`config.mk`:
```
export PLATFORM = sky130hd
export DESIGN_NAME = dma_reg_decode
export DESIGN_NICKNAME = d
export VERILOG_FILES = /design/src/verilog/dma_mem_pkg.sv /design/src/verilog/dma_ctrl_pkg.sv /design/src/verilog/dma_reg_decode.sv
export VERILOG_INCLUDE_DIRS = /design/src /design/src/verilog
export SDC_FILE = /design/constraint.sdc
export NUM_CORES = 1
export LEC_CHECK = 0
export BUFFER_PORTS_ARGS = -buffer_cell sky130_fd_sc_hd__buf_4
export CAP_MARGIN = 0
export CORE_AREA = 2 2 134 136
export CTS_CLUSTER_DIAMETER = 40
export CTS_CLUSTER_SIZE = 30
export DETAILED_ROUTE_END_ITERATION = 16
export DIE_AREA = 0 0 136 138
export PLACE_DENSITY = 0.54
export SLEW_MARGIN = 10
export SYNTH_ARGS = -nofsm -noshare
export SYNTH_HDL_FRONTEND = slang
export SYNTH_SLANG_ARGS = --single-unit
```
`constraint.sdc`:
```
create_clock -name clk -period 3.5 [get_ports clk]
set_input_delay 0.7 -clock clk [delete_from_list [all_inputs] [get_ports clk]]
set_output_delay 0.7 -clock clk [all_outputs]
set_load 0.02 [all_outputs]
```
`src/verilog/cgra_dma_consts.svh`:
```
`ifndef CGRA_DMA_CONSTS_SVH
`define CGRA_DMA_CONSTS_SVH

// --------------------
// Data path widths
// --------------------
`define DMA_WORD_W        64
`define DMA_MEM_DEPTH     256
`define DMA_WORD_AW       8
`define DMA_BEATS_PER_PKT 3
// Three 64-bit beats per packet
`define DMA_PKT_W         192
`define DMA_LEN_W         16

// --------------------
// APB address map, byte offsets
// --------------------
`define DMA_APB_AW        12
// Upper half of the 4 KB space maps onto the SRAM words
`define DMA_SRAM_BASE     12'h800
`define DMA_REG_CTRL      12'h000
`define DMA_REG_SRC       12'h008
`define DMA_REG_DST       12'h010
`define DMA_REG_LEN_RX    12'h018
`define DMA_REG_LEN_TX    12'h020
`define DMA_REG_STATUS    12'h028

`endif

```
`src/verilog/dma_mem_pkg.sv`:
```
`include "cgra_dma_consts.svh"

package dma_mem_pkg;

  // One SRAM word, also one packet beat
  typedef logic [`DMA_WORD_W-1:0] word_t;

  // Word index into the shared SRAM
  typedef logic [`DMA_WORD_AW-1:0] waddr_t;

  // Beat 0 sits in the low 64 bits
  typedef logic [`DMA_PKT_W-1:0] pkt_t;

  // Beat index within a packet
  typedef logic [$clog2(`DMA_BEATS_PER_PKT)-1:0] beat_t;

  // Word request, held by the requester until gnt
  typedef struct packed {
    logic   req;
    logic   we;
    waddr_t addr;
    word_t  wdata;
  } mem_req_t;

  // Grant and read data, both valid in the granted cycle
  typedef struct packed {
    logic  gnt;
    word_t rdata;
  } mem_rsp_t;

endpackage

```
`src/verilog/dma_ctrl_pkg.sv`:
```
`include "cgra_dma_consts.svh"

package dma_ctrl_pkg;

  // Byte address on the APB port
  typedef logic [`DMA_APB_AW-1:0] paddr_t;

  // Packet count
  typedef logic [`DMA_LEN_W-1:0] len_t;

  // --------------------
  // APB slave port
  // --------------------
  typedef struct packed {
    logic                psel;
    logic                penable;
    logic                pwrite;
    paddr_t              paddr;
    dma_mem_pkg::word_t  pwdata;
  } apb_req_t;

  typedef struct packed {
    logic                pready;
    dma_mem_pkg::word_t  prdata;
    logic                pslverr;
  } apb_rsp_t;

  // --------------------
  // DMA control and status
  // --------------------
  // Start bits are single-cycle pulses
  typedef struct packed {
    logic                 start_rx;
    logic                 start_tx;
    dma_mem_pkg::waddr_t  src;
    dma_mem_pkg::waddr_t  dst;
    len_t                 len_rx;
    len_t                 len_tx;
  } dma_cfg_t;

  // Same bit order as the STATUS register
  typedef struct packed {
    logic done_tx;
    logic busy_tx;
    logic done_rx;
    logic busy_rx;
  } dma_stat_t;

  typedef enum logic [1:0] {RX_IDLE, RX_READ, RX_OFFER} rx_state_e;
  typedef enum logic [1:0] {TX_IDLE, TX_CAPTURE, TX_WRITE} tx_state_e;

endpackage

```
`src/verilog/dma_reg_decode.sv`:
```
`timescale 1ns/1ns
`include "cgra_dma_consts.svh"

module dma_reg_decode (
  input  logic                   clk,
  input  logic                   rstn,
  input  dma_ctrl_pkg::apb_req_t apb_i,
  output dma_ctrl_pkg::apb_rsp_t apb_o,
  output dma_ctrl_pkg::dma_cfg_t cfg_o,
  input  dma_ctrl_pkg::dma_stat_t stat_i,
  output dma_mem_pkg::mem_req_t  mem_o,
  input  dma_mem_pkg::mem_rsp_t  mem_i
);

  logic                access;
  logic                wr_en;
  logic                rd_en;
  logic                in_sram;
  logic                reg_hit;
  logic                ctrl_wr;
  dma_mem_pkg::word_t  reg_rdata;
  dma_mem_pkg::waddr_t src_q;
  dma_mem_pkg::waddr_t dst_q;
  dma_ctrl_pkg::len_t  len_rx_q;
  dma_ctrl_pkg::len_t  len_tx_q;

  // Access phase of a two-phase transfer, never stretched
  assign access = apb_i.psel & apb_i.penable;
  assign wr_en  = access & apb_i.pwrite;
  assign rd_en  = access & ~apb_i.pwrite;

  // Everything from the window base upward is SRAM
  assign in_sram = (apb_i.paddr >= `DMA_SRAM_BASE);

  // --------------------
  // Register read mux and hit detect
  // --------------------
  always_comb begin
    reg_hit   = 1'b1;
    reg_rdata = '0;
    case (apb_i.paddr)
      // Start bits are pulses, so CTRL reads as zero
      `DMA_REG_CTRL:   reg_rdata = '0;
      `DMA_REG_SRC:    reg_rdata = dma_mem_pkg::word_t'(src_q);
      `DMA_REG_DST:    reg_rdata = dma_mem_pkg::word_t'(dst_q);
      `DMA_REG_LEN_RX: reg_rdata = dma_mem_pkg::word_t'(len_rx_q);
      `DMA_REG_LEN_TX: reg_rdata = dma_mem_pkg::word_t'(len_tx_q);
      `DMA_REG_STATUS: reg_rdata = dma_mem_pkg::word_t'(stat_i);
      default:         reg_hit = 1'b0;
    endcase
  end

  // Config registers, truncated to their widths
  always_ff @(posedge clk or negedge rstn) begin
    if (!rstn) begin
      src_q    <= '0;
      dst_q    <= '0;
      len_rx_q <= '0;
      len_tx_q <= '0;
    end else if (wr_en && !in_sram) begin
      case (apb_i.paddr)
        `DMA_REG_SRC:    src_q    <= apb_i.pwdata[`DMA_WORD_AW-1:0];
        `DMA_REG_DST:    dst_q    <= apb_i.pwdata[`DMA_WORD_AW-1:0];
        `DMA_REG_LEN_RX: len_rx_q <= apb_i.pwdata[`DMA_LEN_W-1:0];
        `DMA_REG_LEN_TX: len_tx_q <= apb_i.pwdata[`DMA_LEN_W-1:0];
        default: ;
      endcase
    end
  end

  // Start pulses go out in the write cycle itself
  // so busy shows one edge later
  assign ctrl_wr        = wr_en && (apb_i.paddr == `DMA_REG_CTRL);
  assign cfg_o.start_rx = ctrl_wr & apb_i.pwdata[0];
  assign cfg_o.start_tx = ctrl_wr & apb_i.pwdata[1];
  assign cfg_o.src      = src_q;
  assign cfg_o.dst      = dst_q;
  assign cfg_o.len_rx   = len_rx_q;
  assign cfg_o.len_tx   = len_tx_q;

  // --------------------
  // SRAM window
  // --------------------
  // One-cycle request on the top-priority port, byte address to word index
  assign mem_o.req   = access & in_sram;
  assign mem_o.we    = apb_i.pwrite;
  assign mem_o.addr  = apb_i.paddr[`DMA_WORD_AW+2:3];
  assign mem_o.wdata = apb_i.pwdata;

  // Response, zero data on anything unmapped
  always_comb begin
    apb_o.pready  = access;
    apb_o.pslverr = access & ~(in_sram | reg_hit);
    apb_o.prdata  = '0;
    if (rd_en) begin
      if (in_sram && mem_i.gnt) begin
        apb_o.prdata = mem_i.rdata;
      end else if (reg_hit) begin
        apb_o.prdata = reg_rdata;
      end
    end
  end

  a_err_zero_data: assert property (
    @(posedge clk) disable iff (!rstn)
    apb_o.pslverr |-> (apb_o.prdata == '0)
  );

endmodule

```
==> metrics.txt <==
latest clock arrival within the worst-skew pair=280 ps; Yosys top cell by area=dfrtp_1; share of layout cells above drive strength 1=between 60 and 70%; Worst Skew=0 ps; I/O pin count=between 300 and 400; dpl ws=266 ps; Vias/cell=approximately 4.3; initial antenna violation count=0; vias in the first global route=3,478; Hold Crit Class=primary input to asynchronous set/reset pin; WHS=429 ps; maximum clock frequency=just over 0.3 GHz; Area contributors post-synth=dfrtp_1 35%, buf_4 16%, mux2_2 13%; Worst R2R End=len_rx_q[8]; Yosys top cell area share=35.5%; Pre-antenna DRT Iters=4; MaxCap Viol Count=0; Crit path arrival time=roughly 2500 ps; setup slack, reg-to-reg=~2700 ps; status=completed; power share of the sequential group=~45%; hpwl dp=roughly 14,000 microns; CP max FO=3; setup repair after global routing missed its margin=no; Reg clk slew, reported paths=60 ps; final worst slack=280 ps; count of pins over their slew limit=0; WL per Instance=around 23 microns; Layout Area Growth over Synthesis=50.7%; Die Span Y=between 100 and 150 microns; Power Dens Cells=244 nW/um^2; row cnt=49; r2r startpoint=len_rx_q[8]; post-route cell area=a little over 5000 sq um; cts hold-fix bufs=0; Worst Path Required=2800 ps; Avg Cell Area, Syn=10.4 sq um; postcts setup bufs=0; GRT Residual Overflow=0; FF+latch count, synth=48; Crit Path Class=primary input to output pin; Die ar.=between 15,000 and 20,000 sq um; internal power=around 930 uW; clock share of power=36.4%; total wire length=around 17,000 microns; Net Sw Power=roughly 310 uW; clock buffer depth=2; first-pass GRT wire length=~23,000 microns; via count=3,164; most frequent cells in the layout=256 x buf_4, 50 x and2_1, 48 x dfrtp_1; Die Width=between 100 and 150 microns; final setup fails=0; nets=650; Mapped Area=between 3000 and 4000 sq um; Switching Fraction=between 20 and 30%; Reg2Reg Depth=1; routability congestion estimate=approximately 0.90; fin crit share=just over 90%; CTS tree=done; Syn Nets=around 480; Yosys cell types=38; total CTS buffers=5; DRC=0; pin count of the biggest net entering global routing=roughly 50; final-report hold violation count=0; minimum clock period=3220 ps; Root Driver=clkbuf_16; Diodes inserted=0; Setup TNS Final=0 ps; area of the core=17,500 sq um; combined global-route utilization of all metal layers=16.8%; CTS Sinks=48; Yosys warning count=0; Initial Utilization=between 10% and 20%; Worst setup EP type=output pin; Leak=0.00273 uW; CTS resizes=0; first-iteration detailed-routing DRC count=122; Area after DPL=~5000 sq um; max_slew headroom=between 50 and 60%; Worst Tran Pin Value=roughly 640 ps; post-synthesis cell count=between 300 and 400; port bufs=~240; H-tree Lvls=2; Routed Antenna Nets=0; maximum VDD drop=about 0.15 mV; Logic pwr share=around a fifth; CP Launch Type=primary input; register area share after synthesis=a little over a third; commonest non-fill, non-tap cell in the layout=buf_4
[final cells by class]
| type | count | area (sq um) |
|---|---|---|
| repair buffers | 256 | 1920 |
| inverters | 5 | 18.8 |
| well taps | 229 | 287 |
| clock inverters | 1 | 5.00 |
| multi-input cells | 184 | 1540 |
| fillers | 1868 | 12400 |
| clock buffers | 6 | 129 |
| flip-flops and latches | 48 | 1200 |
[power by group through the flow]
stage	Clock [uW]	Sequential, uW	Combinational [uW]
2_1_floorplan	0	566	170
3_3_place_gp	0	566	239
3_5_place_dp	0	566	241
4_1_cts	470	555	242
5_1_grt	492	555	254
6_report	454	555	238
[worst max path at each step]
| stage | cells after the start | from | end |
|---|---|---|---|
| 2_1_floorplan | 6 | apb_i[69] | apb_o[5] |
| 6_report | 6 | apb_i[72] | apb_o[5] |
| 3_3_place_gp | 7 | apb_i[72] | apb_o[5] |
| 4_1_cts | 6 | apb_i[72] | apb_o[5] |
| 3_5_place_dp | 6 | apb_i[72] | apb_o[5] |
| 5_1_grt | 7 | apb_i[72] | apb_o[7] |
[layer usage]
layer / track usage [%] / wire length, microns
met1: 19.2 / 6320
met2: 31.2 / 8630
met3: 4.55 / 1500
met4: 2.96 / 186
met5: 0.529 / 0
[flip-flops by register name (all words and copies together) (netlist names)]
register / flops
len_tx_q: 16
src_q: 8
len_rx_q: 16
dst_q: 8
[logic make-up (layout without fill, tap and decap cells)]
logic type,Yosys count,after routing,synth area share (%)
buf+inv,95,268,19.3
mux,59,59,19.2
simple gates,98,98,19.0
compound gates,27,27,7.06
flops,48,48,35.5
[stage by stage]
step	cells	power (uW)	util [%]
global route	729	1300	29.1
CTS	729	1270	29.1
detailed placement	722	807	28.3
finish	729	1250	29.1
global placement	722	805	28.3
floorplan	327	736	-
[cell usage after synthesis (all sizes together)]
cell type	count
a21oi	1
a221o	6
a222oi	9
a311oi	1
and2	50
and3	4
and4b	2
buf	78
clkbuf	12
dfrtp	48
inv	5
mux2	48
mux2i	11
nand2	5
nand3	1
nand3b	3
nand4	1
nor2	18
nor2b	2
nor4	4
o2111ai	1
o211ai	1
o21ai	1
o22ai	3
o2bb2ai	3
o32ai	1
or3	1
or4	3
or4b	4
[worst max-delay path, stage by stage]
cell	delay, ps
buf_4	110
or4_1	570
or4_1	620
o2bb2ai_1	180
a221o_1	170
buf_4	160
(Power assumes the default switching activity.)
