[src/verilog/cgra_dma_consts.svh]
`ifndef CGRA_DMA_CONSTS_SVH
`define CGRA_DMA_CONSTS_SVH

// --------------------
// Data path widths
// --------------------
`define DMA_WORD_W        64
`define DMA_MEM_DEPTH     256
`define DMA_WORD_AW       8
`define DMA_BEATS_PER_PKT 3
// Three 64-bit beats per packet
`define DMA_PKT_W         192
`define DMA_LEN_W         16

// --------------------
// APB address map, byte offsets
// --------------------
`define DMA_APB_AW        12
// Upper half of the 4 KB space maps onto the SRAM words
`define DMA_SRAM_BASE     12'h800
`define DMA_REG_CTRL      12'h000
`define DMA_REG_SRC       12'h008
`define DMA_REG_DST       12'h010
`define DMA_REG_LEN_RX    12'h018
`define DMA_REG_LEN_TX    12'h020
`define DMA_REG_STATUS    12'h028

`endif

[src/verilog/dma_mem_pkg.sv]
`include "cgra_dma_consts.svh"

package dma_mem_pkg;

  // One SRAM word, also one packet beat
  typedef logic [`DMA_WORD_W-1:0] word_t;

  // Word index into the shared SRAM
  typedef logic [`DMA_WORD_AW-1:0] waddr_t;

  // Beat 0 sits in the low 64 bits
  typedef logic [`DMA_PKT_W-1:0] pkt_t;

  // Beat index within a packet
  typedef logic [$clog2(`DMA_BEATS_PER_PKT)-1:0] beat_t;

  // Word request, held by the requester until gnt
  typedef struct packed {
    logic   req;
    logic   we;
    waddr_t addr;
    word_t  wdata;
  } mem_req_t;

  // Grant and read data, both valid in the granted cycle
  typedef struct packed {
    logic  gnt;
    word_t rdata;
  } mem_rsp_t;

endpackage

[src/verilog/dma_ctrl_pkg.sv]
`include "cgra_dma_consts.svh"

package dma_ctrl_pkg;

  // Byte address on the APB port
  typedef logic [`DMA_APB_AW-1:0] paddr_t;

  // Packet count
  typedef logic [`DMA_LEN_W-1:0] len_t;

  // --------------------
  // APB slave port
  // --------------------
  typedef struct packed {
    logic                psel;
    logic                penable;
    logic                pwrite;
    paddr_t              paddr;
    dma_mem_pkg::word_t  pwdata;
  } apb_req_t;

  typedef struct packed {
    logic                pready;
    dma_mem_pkg::word_t  prdata;
    logic                pslverr;
  } apb_rsp_t;

  // --------------------
  // DMA control and status
  // --------------------
  // Start bits are single-cycle pulses
  typedef struct packed {
    logic                 start_rx;
    logic                 start_tx;
    dma_mem_pkg::waddr_t  src;
    dma_mem_pkg::waddr_t  dst;
    len_t                 len_rx;
    len_t                 len_tx;
  } dma_cfg_t;

  // Same bit order as the STATUS register
  typedef struct packed {
    logic done_tx;
    logic busy_tx;
    logic done_rx;
    logic busy_rx;
  } dma_stat_t;

  typedef enum logic [1:0] {RX_IDLE, RX_READ, RX_OFFER} rx_state_e;
  typedef enum logic [1:0] {TX_IDLE, TX_CAPTURE, TX_WRITE} tx_state_e;

endpackage

[src/verilog/dma_rx_engine.sv]
`timescale 1ns/1ns
`include "cgra_dma_consts.svh"

module dma_rx_engine (
  input  logic                   clk,
  input  logic                   rstn,
  input  logic                   start_i,
  input  dma_mem_pkg::waddr_t    src_i,
  input  logic [`DMA_LEN_W-1:0]  len_i,
  output logic                   busy_o,
  output logic                   done_o,
  output dma_mem_pkg::mem_req_t  mem_o,
  input  dma_mem_pkg::mem_rsp_t  mem_i,
  output dma_mem_pkg::pkt_t      pkt_o,
  output logic                   pkt_valid_o,
  input  logic                   pkt_ready_i
);

  dma_ctrl_pkg::rx_state_e state_q;
  dma_mem_pkg::beat_t      beat_q;
  dma_mem_pkg::waddr_t     addr_q;
  dma_ctrl_pkg::len_t      pkts_left_q;
  logic                    done_q;
  dma_mem_pkg::pkt_t       pkt_q;
  logic                    rd_fire;
  logic                    last_beat;

  assign rd_fire   = (state_q == dma_ctrl_pkg::RX_READ) && mem_i.gnt;
  assign last_beat = (beat_q == dma_mem_pkg::beat_t'(`DMA_BEATS_PER_PKT - 1));

  // --------------------
  // Control FSM
  // --------------------
  always_ff @(posedge clk or negedge rstn) begin
    if (!rstn) begin
      state_q     <= dma_ctrl_pkg::RX_IDLE;
      beat_q      <= '0;
      addr_q      <= '0;
      pkts_left_q <= '0;
      done_q      <= 1'b0;
    end else begin
      case (state_q)
        dma_ctrl_pkg::RX_IDLE: begin
          // Done stays set until the next start
          if (start_i) begin
            done_q      <= (len_i == '0);
            pkts_left_q <= len_i;
            addr_q      <= src_i;
            beat_q      <= '0;
            if (len_i != '0) begin
              state_q <= dma_ctrl_pkg::RX_READ;
            end
          end
        end
        dma_ctrl_pkg::RX_READ: begin
          // Advance only on granted beats
          if (mem_i.gnt) begin
            addr_q <= addr_q + 1'b1;
            if (last_beat) begin
              beat_q  <= '0;
              state_q <= dma_ctrl_pkg::RX_OFFER;
            end else begin
              beat_q <= beat_q + 1'b1;
            end
          end
        end
        dma_ctrl_pkg::RX_OFFER: begin
          if (pkt_ready_i) begin
            if (pkts_left_q == dma_ctrl_pkg::len_t'(1)) begin
              done_q  <= 1'b1;
              state_q <= dma_ctrl_pkg::RX_IDLE;
            end else begin
              pkts_left_q <= pkts_left_q - 1'b1;
              state_q     <= dma_ctrl_pkg::RX_READ;
            end
          end
        end
        default: state_q <= dma_ctrl_pkg::RX_IDLE;
      endcase
    end
  end

  // Gather read beats into the packet
  always_ff @(posedge clk) begin
    if (rd_fire) begin
      pkt_q[beat_q*`DMA_WORD_W +: `DMA_WORD_W] <= mem_i.rdata;
    end
  end

  // Read-only port
  assign mem_o.req   = (state_q == dma_ctrl_pkg::RX_READ);
  assign mem_o.we    = 1'b0;
  assign mem_o.addr  = addr_q;
  assign mem_o.wdata = '0;

  assign pkt_o       = pkt_q;
  assign pkt_valid_o = (state_q == dma_ctrl_pkg::RX_OFFER);
  assign busy_o      = (state_q != dma_ctrl_pkg::RX_IDLE);
  assign done_o      = done_q;

  a_offer_held: assert property (
    @(posedge clk) disable iff (!rstn)
    (pkt_valid_o && !pkt_ready_i) |=> (pkt_valid_o && $stable(pkt_o))
  );

endmodule

[config.mk]
export PLATFORM = sky130hd
export DESIGN_NAME = dma_rx_engine
export DESIGN_NICKNAME = d
export VERILOG_FILES = /design/src/verilog/dma_mem_pkg.sv /design/src/verilog/dma_ctrl_pkg.sv /design/src/verilog/dma_rx_engine.sv
export VERILOG_INCLUDE_DIRS = /design/src /design/src/verilog
export SDC_FILE = /design/constraint.sdc
export NUM_CORES = 1
export LEC_CHECK = 0
export ABC_AREA = 1
export BUFFER_PORTS_ARGS = -buffer_cell sky130_fd_sc_hd__buf_4
export CAP_MARGIN = 20
export CELL_PAD_IN_SITES_DETAIL_PLACEMENT = 1
export CELL_PAD_IN_SITES_GLOBAL_PLACEMENT = 1
export CORE_MARGIN = 10
export CORE_UTILIZATION = 40
export DETAILED_ROUTE_END_ITERATION = 10
export PLACE_DENSITY_LB_ADDON = 0.1
export SYNTH_ARGS = -nofsm -noshare
export SYNTH_HDL_FRONTEND = slang
export SYNTH_SLANG_ARGS = --single-unit
[constraint.sdc]
create_clock -name clk -period 7.8 [get_ports clk]
set_input_delay 2.34 -clock clk [delete_from_list [all_inputs] [get_ports clk]]
set_output_delay 2.34 -clock clk [all_outputs]
set_load 0.01 [all_outputs]
==> flow_metrics.env, run 1 <==
export IMPL_cts_buffers=24
export IMPL_final_antenna_net_count=0
export IMPL_arrival_ns=1.51
export IMPL_fin_skew_ns=0.0145
export IMPL_die_area_mm2=0.0308
export IMPL_maxSlewHeadroom_pct=34.8
export IMPL_synth_ff_type="edfxtp_1"
export IMPL_drtIter0Drc=410
export IMPL_clock_path_buffers=3
export IMPL_layout_drive_gt1_share_pct=27.7
export IMPL_h_tree_depth=1
export IMPL_fin_crit_ns=3.85
export IMPL_vdd_drop_max_mv=0.233
export IMPL_path_delay_family="flip-flops"
export IMPL_crit_fanout=15
export IMPL_ys_types=27
export IMPL_finalNonFillerCells=1582
export IMPL_cp_num_buf_inv=2
export IMPL_synth_seq_area_share_pct=67.0
export IMPL_cts_root_buf="clkbuf_16"
export IMPL_finalCritPeriodShare_pct=49.4
export IMPL_maxCapViolations=0
export IMPL_hold_viol=0
export IMPL_routedWlPerCell_um=20.9
export IMPL_die_x_um=176
export IMPL_synthToLayoutAreaGrowth_pct=32.0
export IMPL_ys_ff_latch=221
export IMPL_final_max_slew_viol_count=0
export IMPL_p_int_w=0.00284
export IMPL_grt_pass1_wl_um=49200
export IMPL_rows=56
export IMPL_async_reset_ff_share_pct=13.1
export IMPL_post_cts_setup_buffers=0
export IMPL_netlist_area_mm2=0.00969
export IMPL_postCtsHoldBufs=0
export IMPL_n_fill_cell=2699
export IMPL_clk_latency_ns=0.52
export IMPL_grt_max_degree=66
export IMPL_worst_slew_pin_slew_ns=0.978
export IMPL_cp_end_kind="output pin"
export IMPL_syn_inst=946
export IMPL_worstPathRequired_ns=5.46
export IMPL_finalSetupViolCount=0
export IMPL_synth_edff_count=192
export IMPL_die_h_um=176
export IMPL_power_density_mw_per_mm2=357
export IMPL_post_place_ws_ns=3.45
export IMPL_critical_path_cell_chain="inv_1 -> nor2_4 -> buf_4"
export IMPL_cts_tree="yes"
export IMPL_slowest_stage="dfrtp_1"
export IMPL_io_buffer_count=296
export IMPL_clock_sinks=221
export IMPL_max_stage_delay_ns=0.42
export IMPL_p_sw_share_pct=37.9
export IMPL_drt_total_wl_um=33100
export IMPL_drc=0
export IMPL_syn_avg_cell_area_um2=10.2
export IMPL_p_leak_nw=5.75
export IMPL_crit_path_start_kind="flip-flop"
export IMPL_layout_nets=1345
export IMPL_yosys_warnings=0
export IMPL_grt_pass1_vias=8071
export IMPL_dp_hpwl_um=24300
export IMPL_rsz0062_at_grt="no"
export IMPL_dp_cells=1537
export IMPL_io_pins=362
export IMPL_place_congestion=0.843
export IMPL_hp_class="flip-flop to flip-flop"
export IMPL_setup_tns_ns=0
export IMPL_path_class="flip-flop to output pin"
export IMPL_coreArea_mm2=0.0237
export IMPL_cts_clk_slew_worst_paths_ns=0.06
export IMPL_via_per_inst=4.74
export IMPL_outcome="completed"
export IMPL_p_clk_share_pct=24.5
export IMPL_p_sw_w=0.00173
export IMPL_drt_pass1_iterations=4
export IMPL_overflow=0
export IMPL_grt_usage_pct=20.5
export IMPL_max_freq_ghz=0.260
export IMPL_post_cts_resized=0
export IMPL_grt_antenna_before_repair=3
export IMPL_finalWorstSetupSlack_ns=3.95
export IMPL_start_util_pct=40.9
export IMPL_via_count=7494
export IMPL_pwr_share_seq_pct=39.9
export IMPL_combPwrFrac_pct=35.6
## registers in the layout (all words and copies together), names as in the netlist
name,flops
beat_q,2
done_o,1
pkts_left_q,16
state_q,2
pkt_o,192
addr_q,8
## worst min-delay path: stages, from the launching register on
cell and delay [ns]:
dfrtp_1 0.34, o21ai_0 0.08, nand2_1 0.06
## Yosys cell counts (3+ instances only)
cell type	number	share of area, %
o21ai_1	6	0.31
clkbuf_1	25	0.97
nand2_1	181	7.0
inv_1	106	4.1
buf_2	5	0.26
nor2_1	243	9.4
buf_4	67	5.2
o21ai_0	27	1.4
dfrtp_1	29	7.5
nand3_1	27	1.4
nand4_1	5	0.32
ha_1	8	1.0
edfxtp_1	192	60
or2_2	3	0.19
a21oi_1	7	0.36
## cell families after synthesis
logic type               after synthesis  synth area share [%]
AND/OR/NAND/NOR                      464                  18.7
flip-flops                           221                  67.0
buffers and inverters                205                  10.6
AO/OA/AOI/OAI                         45                  2.43
adder cells (fa/ha/maj)                8                  1.03
XOR/XNOR                               2                 0.181
other                                  1                0.0387
## power by group through the flow
stage                     registers, W  clock network (W)  logic [W]
final                          0.00182            0.00112    0.00163
after global routing           0.00185            0.00119    0.00182
after CTS                      0.00182            0.00114    0.00166
after detailed placement       0.00185                  0    0.00165
after global placement         0.00183                  0    0.00161
after floorplan                0.00192                  0   0.000832
## layer usage
metal,vias up,global-route usage (%),routed length (um)
li1,3486,-,-
met1,3647,22.6,12400
met2,304,36.2,16700
met3,55,7.12,2940
met4,2,6.92,1070
met5,-,0,13
## cells in the final DEF (no fill, tap or decap)
| master | count |
|---|---|
| clkinv_1 | 5 |
| nand4_1 | 5 |
| clkbuf_8 | 1 |
| nor2_2 | 2 |
| o21ai_0 | 27 |
| dfrtp_1 | 29 |
| xor2_1 | 1 |
| nor2_1 | 240 |
| clkinvlp_4 | 1 |
| edfxtp_1 | 192 |
| diode_2 | 2 |
| o21ai_2 | 1 |
| bufinv_16 | 2 |
| nor2_4 | 4 |
| ha_1 | 8 |
| inv_2 | 2 |
| clkbuf_1 | 10 |
| nand2_1 | 178 |
| o22ai_1 | 1 |
| xnor2_1 | 1 |
| a21oi_1 | 7 |
| o21ai_1 | 6 |
| nor3_1 | 2 |
| nand3_1 | 27 |
| or2_2 | 3 |
| inv_1 | 105 |
| clkbuf_16 | 25 |
| nand2_2 | 3 |
| o21bai_1 | 1 |
| conb_1 | 65 |
| buf_4 | 305 |
| a31oi_1 | 2 |
## per-stage QoR
stage	area, um2	power (W)	util (%)	hold slack (ns)
floorplan	9930	0.00275	-	0.484
global placement	12000	0.00344	50.8	0.499
detailed placement	12000	0.00349	50.8	0.498
CTS	12800	0.00463	54.0	0.511
global route	12800	0.00487	54.0	0.570
finish	12800	0.00457	54.0	0.506
## area by class of cell
cell class                 instances  area, um2  area share, %
antenna                            2       5.00         0.0391
clock buffer                      36        677           5.29
clock inverter                     7       82.6          0.646
inverter                         108        405           3.17
multi-input combinational        584       2440           19.1
sequential                       221       6490           50.8
tap                              319        399           3.12
timing repair buffer             305       2290           17.9
## path summary, 6_finish.rpt
path / from / cells past startpoint / to / slack, ns
setup / recovery: state_q[0]$_DFFE_PN0P_ / 3 / mem_o[73] / 3.95
hold / removal: done_o$_DFFE_PN0P_ / 2 / done_o$_DFFE_PN0P_ / 0.51
setup reg to reg: state_q[0]$_DFFE_PN0P_ / 5 / pkt_o[87]$_DFFE_PP_ / 5.03
hold reg to reg: done_o$_DFFE_PN0P_ / 2 / done_o$_DFFE_PN0P_ / 0.51
max in group asynchronous: rstn / 1 / addr_q[2]$_DFFE_PN0P_ / 5.73
min in group asynchronous: rstn / 1 / pkts_left_q[0]$_DFFE_PN0P_ / 1.75
(Power assumes the default switching activity.)
==> run 2: changes to the inputs <==
Settings changed: CORE_UTILIZATION 40 to 33.
Clock period 7.8 ns to 3.2 ns, I/O delays scaled along.
==> flow_metrics.env, run 2 (synthesis results as in run 1) <==
export IMPL_routedWlPerCell_um=19.5
export IMPL_outcome="completed"
export IMPL_antenna_cells=0
export IMPL_vdd_drop_max_mv=0.358
export IMPL_cts_root_buf="clkbuf_16"
export IMPL_cts_buffers=26
export IMPL_power_density_mw_per_mm2=870
export IMPL_postCtsHoldBufs=0
export IMPL_rows=62
export IMPL_r2r_end="pkt_o[187]$_DFFE_PP_"
export IMPL_io_buffer_count=296
export IMPL_start_util_pct=33.6
export IMPL_final_max_slew_viol_count=0
export IMPL_path_class="flip-flop to output pin"
export IMPL_arrival_ns=1.54
export IMPL_finalSetupViolCount=0
export IMPL_fin_skew_ns=0.0138
export IMPL_finalCritPeriodShare_pct=78.0
export IMPL_cts_tree="yes"
export IMPL_rsz0062_at_grt="no"
export IMPL_dp_cells=1609
export IMPL_clk_latency_ns=0.53
export IMPL_h_tree_depth=1
export IMPL_regToRegSetupSlack_ns=0.91
export IMPL_hp_class="primary input to asynchronous set/reset pin"
export IMPL_die_area_mm2=0.0366
export IMPL_crit_path_start_kind="flip-flop"
export IMPL_hold_viol=0
export IMPL_grt_usage_pct=16.7
export IMPL_p_int_w=0.00715
export IMPL_p_clk_share_pct=25.5
export IMPL_layout_drive_gt1_share_pct=28.5
export IMPL_crit_start="state_q[1]$_DFFE_PN0P_"
export IMPL_critical_path_cell_chain="inv_1 -> nor2_2 -> buf_4"
export IMPL_die_x_um=191
export IMPL_finalNonFillerCells=1656
export IMPL_finalWorstSetupSlack_ns=0.704
export IMPL_drtIter0Drc=259
export IMPL_max_freq_ghz=0.401
export IMPL_worst_slew_pin_slew_ns=0.848
export IMPL_crit_fanout=7
export IMPL_combPwrFrac_pct=35.8
export IMPL_drc=0
export IMPL_overflow=0
export IMPL_fin_crit_ns=2.50
export IMPL_p_sw_share_pct=37.2
export IMPL_post_cts_resized=0
export IMPL_dp_hpwl_um=24000
export IMPL_p_leak_nw=5.85
export IMPL_die_h_um=191
export IMPL_drt_total_wl_um=32200
export IMPL_final_util_pct=45.3
export IMPL_cp_end_kind="output pin"
export IMPL_cts_clk_slew_worst_paths_ns=0.06
export IMPL_worstPathRequired_ns=2.24
export IMPL_io_pins=362
export IMPL_largest_reg_flops=192
export IMPL_post_cts_setup_buffers=0
export IMPL_p_sw_w=0.00424
export IMPL_coreArea_mm2=0.0289
export IMPL_place_congestion=0.805
export IMPL_via_count=7339
export IMPL_maxCapViolations=0
export IMPL_layout_nets=1354
export IMPL_synthToLayoutAreaGrowth_pct=35.1
export IMPL_max_stage_delay_ns=0.42
export IMPL_final_antenna_net_count=0
export IMPL_post_place_ws_ns=0.823
export IMPL_layout_commonest_cell="buf_4"
export IMPL_maxSlewHeadroom_pct=43.5
export IMPL_final_cell_mix="305 x buf_4, 240 x nor2_1, 192 x edfxtp_1, 178 x nand2_1, 105 x inv_1"
export IMPL_grt_pass1_wl_um=47400
export IMPL_pwr_share_seq_pct=38.8
export IMPL_drt_pass1_iterations=4
export IMPL_grt_antenna_before_repair=0
export IMPL_r2r_cells=5
export IMPL_grt_pass1_vias=7729
export IMPL_r2r_start="state_q[0]$_DFFE_PN0P_"
export IMPL_clock_path_buffers=3
export IMPL_grt_max_degree=66
export IMPL_via_per_inst=4.43
export IMPL_slowest_stage="dfrtp_1"
export IMPL_clock_sinks=221
-- run 2: cell count changes in the layout (fill, tap and decap cells not counted), moves of 2 or more --
cell | previous run | this run
clkbuf_1 | 10 | 5
diode_2 | 2 | 0
clkinvlp_4 | 1 | 3
buf_12 | 0 | 7
clkinv_1 | 5 | 8
-- run 2: area by class of cell --
class / count / area, um2
clock buffers: 31 / 669
clock inverters: 16 / 169
fillers: 3294 / 15800
inverters: 108 / 405
multi-input cells: 584 / 2440
flip-flops and latches: 221 / 6490
well taps: 384 / 480
repair buffers: 312 / 2430
-- run 2: power by group through the flow --
stage / combinational, W / clock, W / sequential (W)
CTS: 0.00420 / 0.00298 / 0.00442
global placement: 0.00412 / 0 / 0.00446
floorplan: 0.00203 / 0 / 0.00468
finish: 0.00407 / 0.00290 / 0.00441
global route: 0.00461 / 0.00309 / 0.00449
detailed placement: 0.00419 / 0 / 0.00447
-- run 2: worst max-delay path by stage --
stage / to / slack [ns]
finish: pkt_valid_o / 0.70
CTS: pkt_valid_o / 0.65
floorplan: pkt_o[0]$_DFFE_PP_ / -1.03
detailed placement: pkt_o[21]$_DFFE_PP_ / 0.82
global route: pkt_valid_o / 0.58
global placement: pkt_o[50]$_DFFE_PP_ / 0.85
-- run 2: layer usage --
metal	wire [um]	up-vias	global-route usage (%)
met4	787	0	4.66
met5	0	-	0
met3	2610	40	5.25
li1	-	3503	-
met1	13100	3525	19.8
met2	15800	271	28.7
-- run 2: critical path: cells and delay by family (launching register included) --
family / cells / cell delay [ns]
buffers and inverters: 2 / 0.29
and+or+nand+nor: 1 / 0.30
DFF: 1 / 0.42
-- run 2: metrics by stage --
stage	total power, W	hold WS, ns	cell area [um2]	setup TNS, ns
after detailed placement	0.00867	0.493	12200	0
after floorplan	0.00671	0.484	9930	-132.10
after global placement	0.00858	0.498	12200	0
after global routing	0.0122	0.389	13100	0
final	0.0114	0.368	13100	0
after CTS	0.0116	0.363	13100	0
