[src/verilog/cgra_dma_consts.svh]
`ifndef CGRA_DMA_CONSTS_SVH
`define CGRA_DMA_CONSTS_SVH

// --------------------
// Data path widths
// --------------------
`define DMA_WORD_W        64
`define DMA_MEM_DEPTH     256
`define DMA_WORD_AW       8
`define DMA_BEATS_PER_PKT 3
// Three 64-bit beats per packet
`define DMA_PKT_W         192
`define DMA_LEN_W         16

// --------------------
// APB address map, byte offsets
// --------------------
`define DMA_APB_AW        12
// Upper half of the 4 KB space maps onto the SRAM words
`define DMA_SRAM_BASE     12'h800
`define DMA_REG_CTRL      12'h000
`define DMA_REG_SRC       12'h008
`define DMA_REG_DST       12'h010
`define DMA_REG_LEN_RX    12'h018
`define DMA_REG_LEN_TX    12'h020
`define DMA_REG_STATUS    12'h028

`endif

[src/verilog/dma_mem_pkg.sv]
`include "cgra_dma_consts.svh"

package dma_mem_pkg;

  // One SRAM word, also one packet beat
  typedef logic [`DMA_WORD_W-1:0] word_t;

  // Word index into the shared SRAM
  typedef logic [`DMA_WORD_AW-1:0] waddr_t;

  // Beat 0 sits in the low 64 bits
  typedef logic [`DMA_PKT_W-1:0] pkt_t;

  // Beat index within a packet
  typedef logic [$clog2(`DMA_BEATS_PER_PKT)-1:0] beat_t;

  // Word request, held by the requester until gnt
  typedef struct packed {
    logic   req;
    logic   we;
    waddr_t addr;
    word_t  wdata;
  } mem_req_t;

  // Grant and read data, both valid in the granted cycle
  typedef struct packed {
    logic  gnt;
    word_t rdata;
  } mem_rsp_t;

endpackage

[src/verilog/pkt_loopback_buffer.sv]
`timescale 1ns/1ns

module pkt_loopback_buffer (
  input  logic              clk,
  input  logic              rstn,
  input  dma_mem_pkg::pkt_t in_i,
  input  logic              in_valid_i,
  output logic              in_ready_o,
  output dma_mem_pkg::pkt_t out_o,
  output logic              out_valid_o,
  input  logic              out_ready_i
);

  localparam int DEPTH = 2;

  dma_mem_pkg::pkt_t mem_q [DEPTH];
  logic              wptr_q;
  logic              rptr_q;
  logic [1:0]        count_q;
  logic              push;
  logic              pop;

  // Accept while a slot is free, independent of pop
  assign in_ready_o  = (count_q < 2'(DEPTH));
  assign out_valid_o = (count_q != '0);
  assign out_o       = mem_q[rptr_q];
  assign push        = in_valid_i & in_ready_o;
  assign pop         = out_valid_o & out_ready_i;

  always_ff @(posedge clk or negedge rstn) begin
    if (!rstn) begin
      wptr_q  <= 1'b0;
      rptr_q  <= 1'b0;
      count_q <= '0;
    end else begin
      if (push) begin
        wptr_q <= ~wptr_q;
      end
      if (pop) begin
        rptr_q <= ~rptr_q;
      end
      // Simultaneous push and pop keeps the count
      count_q <= count_q + {1'b0, push} - {1'b0, pop};
    end
  end

  always_ff @(posedge clk) begin
    if (push) begin
      mem_q[wptr_q] <= in_i;
    end
  end

  a_count_max: assert property (
    @(posedge clk) disable iff (!rstn)
    count_q <= 2'(DEPTH)
  );

endmodule

[config.mk]
export PLATFORM = sky130hd
export DESIGN_NAME = pkt_loopback_buffer
export DESIGN_NICKNAME = d
export VERILOG_FILES = /design/src/verilog/dma_mem_pkg.sv /design/src/verilog/pkt_loopback_buffer.sv
export VERILOG_INCLUDE_DIRS = /design/src /design/src/verilog
export SDC_FILE = /design/constraint.sdc
export NUM_CORES = 1
export LEC_CHECK = 0
export BUFFER_PORTS_ARGS = -buffer_cell sky130_fd_sc_hd__buf_2
export CORE_MARGIN = 5
export CORE_UTILIZATION = 52
export DETAILED_ROUTE_END_ITERATION = 6
export GPL_TIMING_DRIVEN = 0
export PLACE_DENSITY = 0.91
export RECOVER_POWER = 25
export SLEW_MARGIN = 0
export SYNTH_ARGS = -nofsm -noshare
export SYNTH_HDL_FRONTEND = slang
export SYNTH_SLANG_ARGS = --single-unit
[constraint.sdc]
create_clock -name clk -period 11.8 [get_ports clk]
set_input_delay 2.36 -clock clk [delete_from_list [all_inputs] [get_ports clk]]
set_output_delay 2.36 -clock clk [all_outputs]
set_load 0.05 [all_outputs]
==> flow_summary_export.csv, run 1 <==
group,metric,value,unit
power_and_ir_drop,leakage,6.56,nW
placement,dpl_hpwl,21900,um
power_and_ir_drop,power_density_over_cell_area,296,mW/mm2
clock_network,cts_buffer_depth,3,
clock_network,cts_hold_buffers,0,
power_and_ir_drop,power_frac_clock,0.222,
worst_hold_path,min_from,"count_q[0]",
yosys,synth_compound_area_frac,0.00133,
sta,hold_violation_count_in_the_final_report,0,
worst_setup_path,r2r_start,"count_q[1]",
yosys,synth-async-reset-ratio,0.0103,
yosys,yosys-top-cells-count,"384 x sky130_fd_sc_hd__edfxtp_1, 192 x sky130_fd_sc_hd__mux2_2, 11 x sky130_fd_sc_hd__buf_4, 8 x sky130_fd_sc_hd__buf_6, 4 x sky130_fd_sc_hd__dfrtp_1",
yosys,combinational_family_with_the_most_area_after_synthesis,"multiplexers",
routing,drt-vias-per-instance,5.25,
routing,avgRoutedWirePerCell,22.1,um
floorplan,starting_utilization_of_the_core_area,0.525,
clock_network,post-cts-setup-buffers,0,
floorplan,fp.dieArea,0.0305,mm2
worst_setup_path,crit_path_cell_trace,"buf_4, buf_6, mux2_2, buf_2",
yosys,synthDistinctLibCells,17,
yosys,top_area_cells_in_the_synthesized_netlist,"sky130_fd_sc_hd__edfxtp_1 82%, sky130_fd_sc_hd__mux2_2 15%, sky130_fd_sc_hd__dfrtp_1 0.71%, sky130_fd_sc_hd__buf_6 0.64%, sky130_fd_sc_hd__buf_4 0.59%",
yosys,yosys.area_share.adder,0.000889,
routing,dr.pass1.iters,6,
power_and_ir_drop,seq_power_share,0.360,
yosys,synth_xor_xnor_area_share,0.00187,
routing,drt-initial-drc-count,437,
power_and_ir_drop,switching_power,2.16,mW
clock_network,cts_tree,"built",
sta,setup_violations,0,
global_routing,grt_util_met3,0.0755,
clock_network,worst_setup_hold_path_clk_slew,60,ps
clock_network,cts-resized-gates,0,
floorplan,dieHeight,175,um
final_layout,layout_nets,1254,
power_and_ir_drop,maximum_vdd_drop,0.220,mV
yosys,avgSynthCellArea,22.8,um2
routing,route.detailed.drc,0,
status,result_of_the_run,"completed",
sta,hold_ws,547,ps
yosys,synth-seq-area-share,0.826,
worst_setup_path,max_stage_delay,440,ps
floorplan,floorplan.rows,60,
worst_setup_path,critical_path_class,"flip-flop to output pin",
global_routing,grtUsageTotal,0.201,
global_routing,gr-max-usage-layer,"met2",
yosys,synth.net_count,814,
final_layout,final.fill_count,1709,
clock_network,clock_insertion_delay_worst_skew,510,ps
power_and_ir_drop,swShare,0.408,
worst_setup_path,critPathSlowestCell,"sky130_fd_sc_hd__dfrtp_1",
global_routing,global_route.overflow_total,0,
yosys,synth_top_flop_cell,"sky130_fd_sc_hd__edfxtp_1",
clock_network,cts-root-buf,"sky130_fd_sc_hd__clkbuf_16",
final_layout,drive_above_1_share,0.561,
floorplan,io_pins,390,
sta,min_period_over_period,0.372,
global_routing,grt_pass1_vias,8306,
final_layout,footprint_of_the_multi_input_gates,0.00227,mm2
floorplan,die_width,175,um
yosys,postSynthCellCount,617,
routing,vias,7512,
job,maxCapViolations,0,
clock_network,cts_made_buffers,40,
routing,ant_nets,0,
yosys,netlist_area,0.0141,mm2
sta,max-slew-margin-rel,0.595,
worst_setup_path,cp-start-kind,"flip-flop",
yosys,proportion_of_synthesized_area_in_mux_cells,0.154,
clock_network,clock_tree.htree_level_count,2,
placement,gp_congestion,0.765,
sta,skew,13.4,ps
final_layout,layout-area-overhead-vs-synth,26.7,%
global_routing,grt_pass1_wl,47300,um
worst_setup_path,critical_path_fanouts_max,10,
final_layout,seq_area,0.0116,mm2
worst_setup_path,family_with_the_most_delay_on_the_worst_path,"buffers and inverters",
yosys,post_synth_edffs,384,
worst_setup_path,crit_path_start,"rptr_q",
global_routing,grt_util_met1,0.219,
sta,final_period_minus_worst_setup_slack,4390,ps
global_routing,use_met2,0.360,
yosys,synth.yosys.warnings,0,
power_and_ir_drop,pwr-share-comb,0.418,
worst_setup_path,crit_path_end_kind,"output pin",
worst_setup_path,worst_ep_required_time,9440,ps
worst_setup_path,cp_num_buf_inv,3,
worst_hold_path,min-delay-path-class,"flip-flop to flip-flop",
yosys,synth_most_common_cell,"sky130_fd_sc_hd__edfxtp_1",
yosys,netlist.top_cell.by_area,"sky130_fd_sc_hd__edfxtp_1",
yosys,yosys_register_bits,388,
sta,fin_setup_tns,0,ps
worst_setup_path,arrival,2030,ps
yosys,yosys.area_share.simple,0.00284,
power_and_ir_drop,p_int,3.13,mW
yosys,synth.top_cell.area_share,0.819,
clock_network,numClockSinks,388,
sta,fmaxAchievable,228,MHz
global_routing,antenna_found_initial,5,
global_routing,grt_max_degree,69,
sta,final_max_tran_viols,0,
sta,setup_repair_after_global_routing_missed_its_margin,"no",
routing,wirelength,31600,um
floorplan,core,0.0268,mm2
placement,place.port_buffers,389,
sta,tightest_slew,606,ps
final_layout,share_of_the_core_filled_with_cells_in_the_final_layout,0.665,
-- path summary, 6_finish.rpt --
kind | end | slack (ps) | cells past startpoint
hold reg to reg | count_q[0] | 550 | 1
setup reg to reg | mem_q[0][124] | 9500 | 6
setup / recovery | out_o[110] | 7410 | 4
hold / removal | count_q[0] | 550 | 1
min in group asynchronous | count_q[0] | 1680 | 1
max in group asynchronous | count_q[1] | 9900 | 1
-- kinds of logic after synthesis --
group,count (synthesis)
adder cells (fa/ha/maj),1
flip-flops,388
AND/OR/NAND/NOR,8
AO/OA/AOI/OAI,3
multiplexers,192
buffers and inverters,22
XOR/XNOR,3
-- power groups by stage --
stage | clock [mW] | sequential (mW) | combinational, mW
floorplan | 0 | 1.98 | 1.67
global placement | 0 | 2.04 | 2.13
detailed placement | 0 | 1.93 | 2.21
CTS | 1.20 | 1.91 | 2.23
global route | 1.27 | 1.92 | 2.29
finish | 1.17 | 1.90 | 2.21
-- per-stage QoR --
step                      cells  setup WS [ps]  total power [mW]  cell area [um2]
after floorplan             617            613              3.66            14100
after global placement     1347          -3460              4.17            16500
after detailed placement   1356           7580              4.14            16700
after CTS                  1428           7320              5.34            17900
after global routing       1432           7300              5.48            17800
final                      1432           7410              5.28            17800
-- final cells by class --
type / instances / share of cell area
buffer: 21 / 0.0102
sequential: 388 / 0.652
clock inverter: 25 / 0.0101
inverter: 1 / 0.000210
multi-input combinational: 207 / 0.127
clock buffer: 47 / 0.0588
antenna: 4 / 0.000561
timing repair buffer: 398 / 0.116
tap: 341 / 0.0239
-- cells in the final DEF, fill, tap and decap left out, types with 3 or more instances in the layout --
master	n
sky130_fd_sc_hd__edfxtp_1	384
sky130_fd_sc_hd__buf_2	333
sky130_fd_sc_hd__mux2_2	192
sky130_fd_sc_hd__clkbuf_1	64
sky130_fd_sc_hd__clkbuf_16	41
sky130_fd_sc_hd__clkinv_1	12
sky130_fd_sc_hd__buf_4	11
sky130_fd_sc_hd__buf_6	8
sky130_fd_sc_hd__buf_12	6
sky130_fd_sc_hd__clkinv_2	5
sky130_fd_sc_hd__diode_2	4
sky130_fd_sc_hd__dfrtp_1	4
sky130_fd_sc_hd__xnor2_1	3
sky130_fd_sc_hd__inv_6	3
sky130_fd_sc_hd__buf_16	3
-- sequential cells by signal (all words and copies together) (netlist names) --
name,count
count_q,2
mem_q,384
rptr_q,1
wptr_q,1
-- worst reg2reg max path: cells and delay by family (launching register included) --
kind | cells | cell delay, ps
buffers and inverters | 4 | 900
and+or+nand+nor | 2 | 660
DFF | 1 | 410
-- metal layers --
metal,up-vias,share of wire
li1,3362,-
met1,3714,0.34
met2,371,0.52
met3,63,0.11
met4,2,0.030
met5,-,0.00041
Note: power is estimated with default switching activity, not from simulation.
==> run 2: changes to the inputs <==
Clock period 11.8 ns to 4.2 ns, I/O delays scaled along.
==> flow_summary_export.csv, run 2 (synthesized netlist as in run 1, its figures left out) <==
group,metric,value,unit
final_layout,largest_register_ff_count,384,
global_routing,grt_pass1_wl,47100,um
worst_setup_path,max_stage_delay,450,ps
routing,route.detailed.drc,0,
floorplan,dieHeight,175,um
floorplan,io_pins,390,
clock_network,cts_buffer_depth,3,
power_and_ir_drop,maximum_vdd_drop,0.658,mV
floorplan,starting_utilization_of_the_core_area,0.525,
final_layout,layout_nets,1254,
placement,dpl_hpwl,22300,um
clock_network,clock_insertion_delay_worst_skew,530,ps
final_layout,final_common_cell,"sky130_fd_sc_hd__edfxtp_1",
placement,place.port_buffers,389,
worst_setup_path,critical_path_class,"flip-flop to output pin",
clock_network,post-cts-setup-buffers,0,
clock_network,worst_setup_hold_path_clk_slew,60,ps
global_routing,grtUsageTotal,0.201,
global_routing,antenna_found_initial,6,
clock_network,cts_made_buffers,39,
status,result_of_the_run,"completed",
worst_setup_path,family_with_the_most_delay_on_the_worst_path,"buffers and inverters",
worst_setup_path,crit_path_start,"rptr_q",
sta,hold_violation_count_in_the_final_report,0,
routing,drt-vias-per-instance,5.24,
power_and_ir_drop,post-layout-total-power,14.9,mW
floorplan,die_width,175,um
worst_setup_path,worst_ep_required_time,3360,ps
floorplan,fp.dieArea,0.0305,mm2
sta,setup_violations,0,
worst_setup_path,crit_path_cell_trace,"buf_4, buf_6, mux2_2, buf_2",
worst_setup_path,cp-start-kind,"flip-flop",
final_layout,drive_above_1_share,0.576,
global_routing,grt_max_degree,65,
sta,min_period_over_period,0.686,
placement,gp_congestion,0.777,
worst_setup_path,critPathSlowestCell,"sky130_fd_sc_hd__dfrtp_1",
sta,tightest_slew,623,ps
floorplan,core,0.0268,mm2
floorplan,floorplan.rows,60,
worst_setup_path,r2r_start,"count_q[1]",
clock_network,cts-root-buf,"sky130_fd_sc_hd__clkbuf_16",
power_and_ir_drop,leakage,6.61,nW
routing,dr.pass1.iters,4,
routing,avgRoutedWirePerCell,22.3,um
final_layout,layout_common_cells,"384 x sky130_fd_sc_hd__edfxtp_1, 345 x sky130_fd_sc_hd__buf_2, 192 x sky130_fd_sc_hd__mux2_2",
final_layout,largestRegisters,"mem_q: 384 flops, count_q: 2 flops",
placement,detailed_place.area,0.0167,mm2
clock_network,clock_tree.htree_level_count,2,
routing,drt-initial-drc-count,479,
global_routing,grt_pass1_vias,8141,
clock_network,cts-resized-gates,0,
routing,wirelength,31800,um
clock_network,cts_tree,"built",
worst_setup_path,crit_path_end_kind,"output pin",
sta,max-slew-margin-rel,0.583,
worst_hold_path,min-delay-path-class,"primary input to asynchronous set/reset pin",
sta,final_max_tran_viols,0,
power_and_ir_drop,power_density_over_cell_area,834,mW/mm2
final_layout,finalInstanceArea,0.0179,mm2
worst_setup_path,cp_num_buf_inv,3,
sta,final_period_minus_worst_setup_slack,2880,ps
global_routing,global_route.overflow_total,0,
final_layout,layout-area-overhead-vs-synth,27.3,%
clock_network,numClockSinks,388,
final_layout,largest-register,"mem_q",
job,maxCapViolations,0,
sta,skew,20.3,ps
routing,vias,7485,
worst_setup_path,arrival,2040,ps
sta,fmaxAchievable,347,MHz
worst_setup_path,critical_path_fanouts_max,10,
clock_network,cts_hold_buffers,0,
sta,setup_repair_after_global_routing_missed_its_margin,"no",
routing,ant_nets,0,
## run 2: stage by stage
| stage | instances | setup WS, ps | hold WS (ps) | TNS (ps) | util |
|---|---|---|---|---|---|
| global route | 1429 | 1180 | 142 | 0 | 0.668 |
| CTS | 1427 | 1230 | 100 | 0 | 0.670 |
| floorplan | 617 | 32.6 | 498 | 0 | - |
| finish | 1429 | 1320 | 149 | 0 | 0.668 |
| global placement | 1347 | -1620 | 510 | -464730 | 0.615 |
| detailed placement | 1357 | 1560 | 547 | 0 | 0.624 |
## run 2: per-layer routing
layer  global-route usage  wire length (um)
met3               0.0672              3140
met5                    0                53
met4               0.0625               911
met2                0.361             16400
met1                0.229             11300
## run 2: power by group
part           leakage (nW)  internal, mW  switching [mW]
Clock                 0.602          2.00            1.37
Combinational          2.41          1.74            4.50
Sequential             3.60          5.16           0.180
## run 2: worst reg2reg max path, delay by kind of cell (launching register included)
family	cells	cell delay (ps)
flops	1	430
simple gates	1	590
buf+inv	3	780
## run 2: path summary, 6_finish.rpt
check                           slack, ps             to  cells past startpoint
worst min register to register        560     count_q[0]                      1
worst max register to register       2030  mem_q[1][130]                      4
min in group clk                      500   mem_q[0][38]                      1
worst min-delay path                  150         rptr_q                      1
max in group asynchronous            3840         wptr_q                      1
worst max-delay path                 1320     out_o[123]                      4
## run 2: area by class of cell
class / instances / area, um2
Inverter: 1 / 7.51
Clock buffer: 52 / 1040
Clock inverter: 18 / 200
Tap cell: 341 / 427
Multi-Input combinational cell: 207 / 2290
Fill cell: 1724 / 8890
Buffer: 21 / 183
Sequential cell: 388 / 11600
Timing Repair Buffer: 399 / 2130
Antenna cell: 2 / 5.00
==> run 3: changes to the inputs <==
Settings changed: ABC_AREA set to 1.
Clock period 4.2 ns to 2.7 ns, I/O delays scaled along.
==> flow_summary_export.csv, run 3 <==
group,metric,value,unit
status,result_of_the_run,"completed",
clock_network,numClockSinks,388,
placement,gp_congestion,0.856,
yosys,netlist.top_cell.by_area,"sky130_fd_sc_hd__edfxtp_1",
worst_setup_path,worst_r2r_path_depth,6,
clock_network,cts-root-buf,"sky130_fd_sc_hd__clkbuf_16",
final_layout,layout_nets,1668,
floorplan,dieHeight,175,um
worst_setup_path,critical_path_fanouts_max,10,
yosys,synth_top_flop_cell,"sky130_fd_sc_hd__edfxtp_1",
worst_setup_path,r2r_start,"count_q[1]",
worst_hold_path,min-delay-path-class,"primary input to flip-flop",
yosys,yosys.area_share.adder,0.000887,
yosys,yosys-top-cells-count,"581 x sky130_fd_sc_hd__nand2_1, 384 x sky130_fd_sc_hd__edfxtp_1, 39 x sky130_fd_sc_hd__buf_2, 4 x sky130_fd_sc_hd__dfrtp_1, 4 x sky130_fd_sc_hd__inv_1",
yosys,synth-async-reset-ratio,0.0103,
sta,final_period_minus_worst_setup_slack,2580,ps
worst_hold_path,worstHoldEndpoint,"mem_q[1][147]",
worst_setup_path,crit_path_end_kind,"output pin",
clock_network,cts_buffer_depth,3,
yosys,top_area_cells_in_the_synthesized_netlist,"sky130_fd_sc_hd__edfxtp_1 82%, sky130_fd_sc_hd__nand2_1 15%, sky130_fd_sc_hd__buf_2 1.4%, sky130_fd_sc_hd__dfrtp_1 0.71%, sky130_fd_sc_hd__xor2_1 0.19%",
routing,ant_nets,0,
sta,setup_violations,0,
worst_setup_path,cp-start-kind,"flip-flop",
routing,drt-vias-per-instance,5.22,
clock_network,cts_made_buffers,39,
worst_setup_path,arrival,2040,ps
floorplan,core,0.0268,mm2
final_layout,share_of_the_core_filled_with_cells_in_the_final_layout,0.672,
job,maxCapViolations,0,
sta,skew,16.6,ps
power_and_ir_drop,power_density_over_cell_area,1390,mW/mm2
global_routing,global_route.overflow_total,0,
floorplan,io_pins,390,
clock_network,post-cts-setup-buffers,0,
worst_hold_path,min_from,"in_i[147]",
final_layout,layout-area-overhead-vs-synth,27.8,%
yosys,postSynthCellCount,1026,
worst_setup_path,critical_path_class,"flip-flop to output pin",
worst_setup_path,worst_ep_required_time,2160,ps
yosys,yosys_register_bits,388,
yosys,avgSynthCellArea,13.7,um2
global_routing,antenna_found_initial,6,
clock_network,clock_tree.htree_level_count,2,
placement,dpl_hpwl,26700,um
final_layout,largestRegisters,"mem_q: 384 flops, count_q: 2 flops",
routing,route.detailed.drc,0,
final_layout,final_common_cell,"sky130_fd_sc_hd__nand2_1",
sta,hold_violation_count_in_the_final_report,0,
sta,min_period_over_period,0.957,
routing,avgRoutedWirePerCell,20.2,um
final_layout,drive_above_1_share,0.299,
yosys,post_synth_edffs,384,
worst_setup_path,critPathSlowestCell,"sky130_fd_sc_hd__dfrtp_1",
sta,fmaxAchievable,387,MHz
placement,place.port_buffers,389,
global_routing,grt_pass1_vias,10100,
yosys,yosys.area_share.simple,0.156,
clock_network,worst_setup_hold_path_clk_slew,70,ps
sta,setup_repair_after_global_routing_missed_its_margin,"yes",
floorplan,starting_utilization_of_the_core_area,0.526,
global_routing,grtUsageTotal,0.237,
worst_setup_path,worst_r2r_endpoint,"mem_q[1][72]",
yosys,synth_xor_xnor_area_share,0.00186,
routing,vias,9599,
final_layout,largest-register,"mem_q",
floorplan,fp.dieArea,0.0305,mm2
yosys,synth.top_cell.area_share,0.817,
worst_setup_path,crit_path_cell_trace,"inv_2, buf_2, clkbuf_4, nand2_1, nand2_1, clkbuf_4",
final_layout,finalInstanceArea,0.0180,mm2
placement,detailed_place.area,0.0168,mm2
routing,wirelength,37200,um
yosys,synth-seq-area-share,0.825,
routing,dr.pass1.iters,5,
sta,max-slew-margin-rel,0.570,
sta,tightest_slew,644,ps
routing,drt-initial-drc-count,721,
sta,final_max_tran_viols,0,
yosys,synth.yosys.warnings,0,
worst_setup_path,ff2ff_setup_slack,470,ps
yosys,combinational_family_with_the_most_area_after_synthesis,"simple AND/OR/NAND/NOR gates",
yosys,synth_compound_area_frac,0.000355,
clock_network,cts_tree,"built",
power_and_ir_drop,leakage,7.67,nW
final_layout,layout_common_cells,"580 x sky130_fd_sc_hd__nand2_1, 384 x sky130_fd_sc_hd__edfxtp_1, 364 x sky130_fd_sc_hd__buf_2",
floorplan,floorplan.rows,60,
floorplan,die_width,175,um
worst_hold_path,hold-path-cell-count,1,
clock_network,clock_insertion_delay_worst_skew,520,ps
yosys,proportion_of_synthesized_area_in_mux_cells,0,
global_routing,grt_max_degree,35,
yosys,netlist_area,0.0141,mm2
yosys,synth.net_count,1223,
worst_setup_path,max_stage_delay,400,ps
power_and_ir_drop,maximum_vdd_drop,1.03,mV
global_routing,grt_pass1_wl,55800,um
yosys,synthDistinctLibCells,14,
yosys,synth_most_common_cell,"sky130_fd_sc_hd__nand2_1",
final_layout,largest_register_ff_count,384,
## run 3: cell types whose count changed after synthesis, sizes merged, moves of 4 or more
cell / previous run / this run
buf: 21 / 39
inv: 1 / 5
mux2: 192 / 0
nand2: 2 / 581
## run 3: routing by layer
layer / global-route usage / part of all wire
met1: 0.254 / 0.33
met5: 0 / 0.0011
met2: 0.441 / 0.52
met3: 0.0833 / 0.12
met4: 0.0700 / 0.029
## run 3: where the power goes
| group | leakage, nW | internal (mW) | switching, mW |
|---|---|---|---|
| Sequential | 3.60 | 8.03 | 0.313 |
| Combinational | 3.49 | 2.28 | 9.19 |
| Clock | 0.585 | 3.01 | 2.13 |
## run 3: worst max-delay path: cells and delay by family, from the launching register on
family	cells	cell delay, ps
buffers and inverters	4	910
flip-flops	1	400
AND/OR/NAND/NOR	2	220
## run 3: kinds of logic after synthesis
group	after synthesis
XOR/XNOR	3
adder cells (fa/ha/maj)	1
AO/OA/AOI/OAI	1
AND/OR/NAND/NOR	586
flip-flops	388
buffers and inverters	47
## run 3: timing repair
| action | in CTS | in global routing |
|---|---|---|
| setup endpoints to repair | 1 | 17 |
| gates resized for setup | 1 | 9 |
| hold buffers | 1 | 0 |
| hold endpoints to repair | 4 | 0 |
## run 3: worst max path at each step
| stage | startpoint | end | slack, ps | cells past startpoint |
|---|---|---|---|---|
| 2_1_floorplan | count_q[1] | mem_q[0][0] | -1340 | 3 |
| 3_3_place_gp | in_valid_i | mem_q[0][41] | -2580 | 3 |
| 3_5_place_dp | in_valid_i | mem_q[1][49] | 390 | 6 |
| 4_1_cts | rptr_q | out_o[154] | 2 | 6 |
| 5_1_grt | rptr_q | out_o[154] | -10 | 6 |
| 6_report | rptr_q | out_o[154] | 120 | 6 |
## run 3: layout make-up
| type | count | area, um2 |
|---|---|---|
| Tap cell | 341 | 427 |
| Inverter | 5 | 22.5 |
| Sequential cell | 388 | 11600 |
| Clock buffer | 52 | 1090 |
| Multi-Input combinational cell | 591 | 2270 |
| Buffer | 42 | 224 |
| Clock inverter | 15 | 130 |
| Timing Repair Buffer | 404 | 2220 |
| Fill cell | 1720 | 8780 |
| Antenna cell | 2 | 5.00 |
## run 3: per-stage QoR
step           total power [mW]  hold slack (ps)  setup TNS, ps  cells  setup slack [ps]
2_1_floorplan              16.5              244        -511980   1026             -1340
3_3_place_gp               19.4              350        -983330   1756             -2580
3_5_place_dp               19.9              357              0   1770               386
4_1_cts                    25.1              185              0   1838              1.97
5_1_grt                    26.0              188          -16.1   1840             -11.6
6_report                   25.0              212              0   1840               117
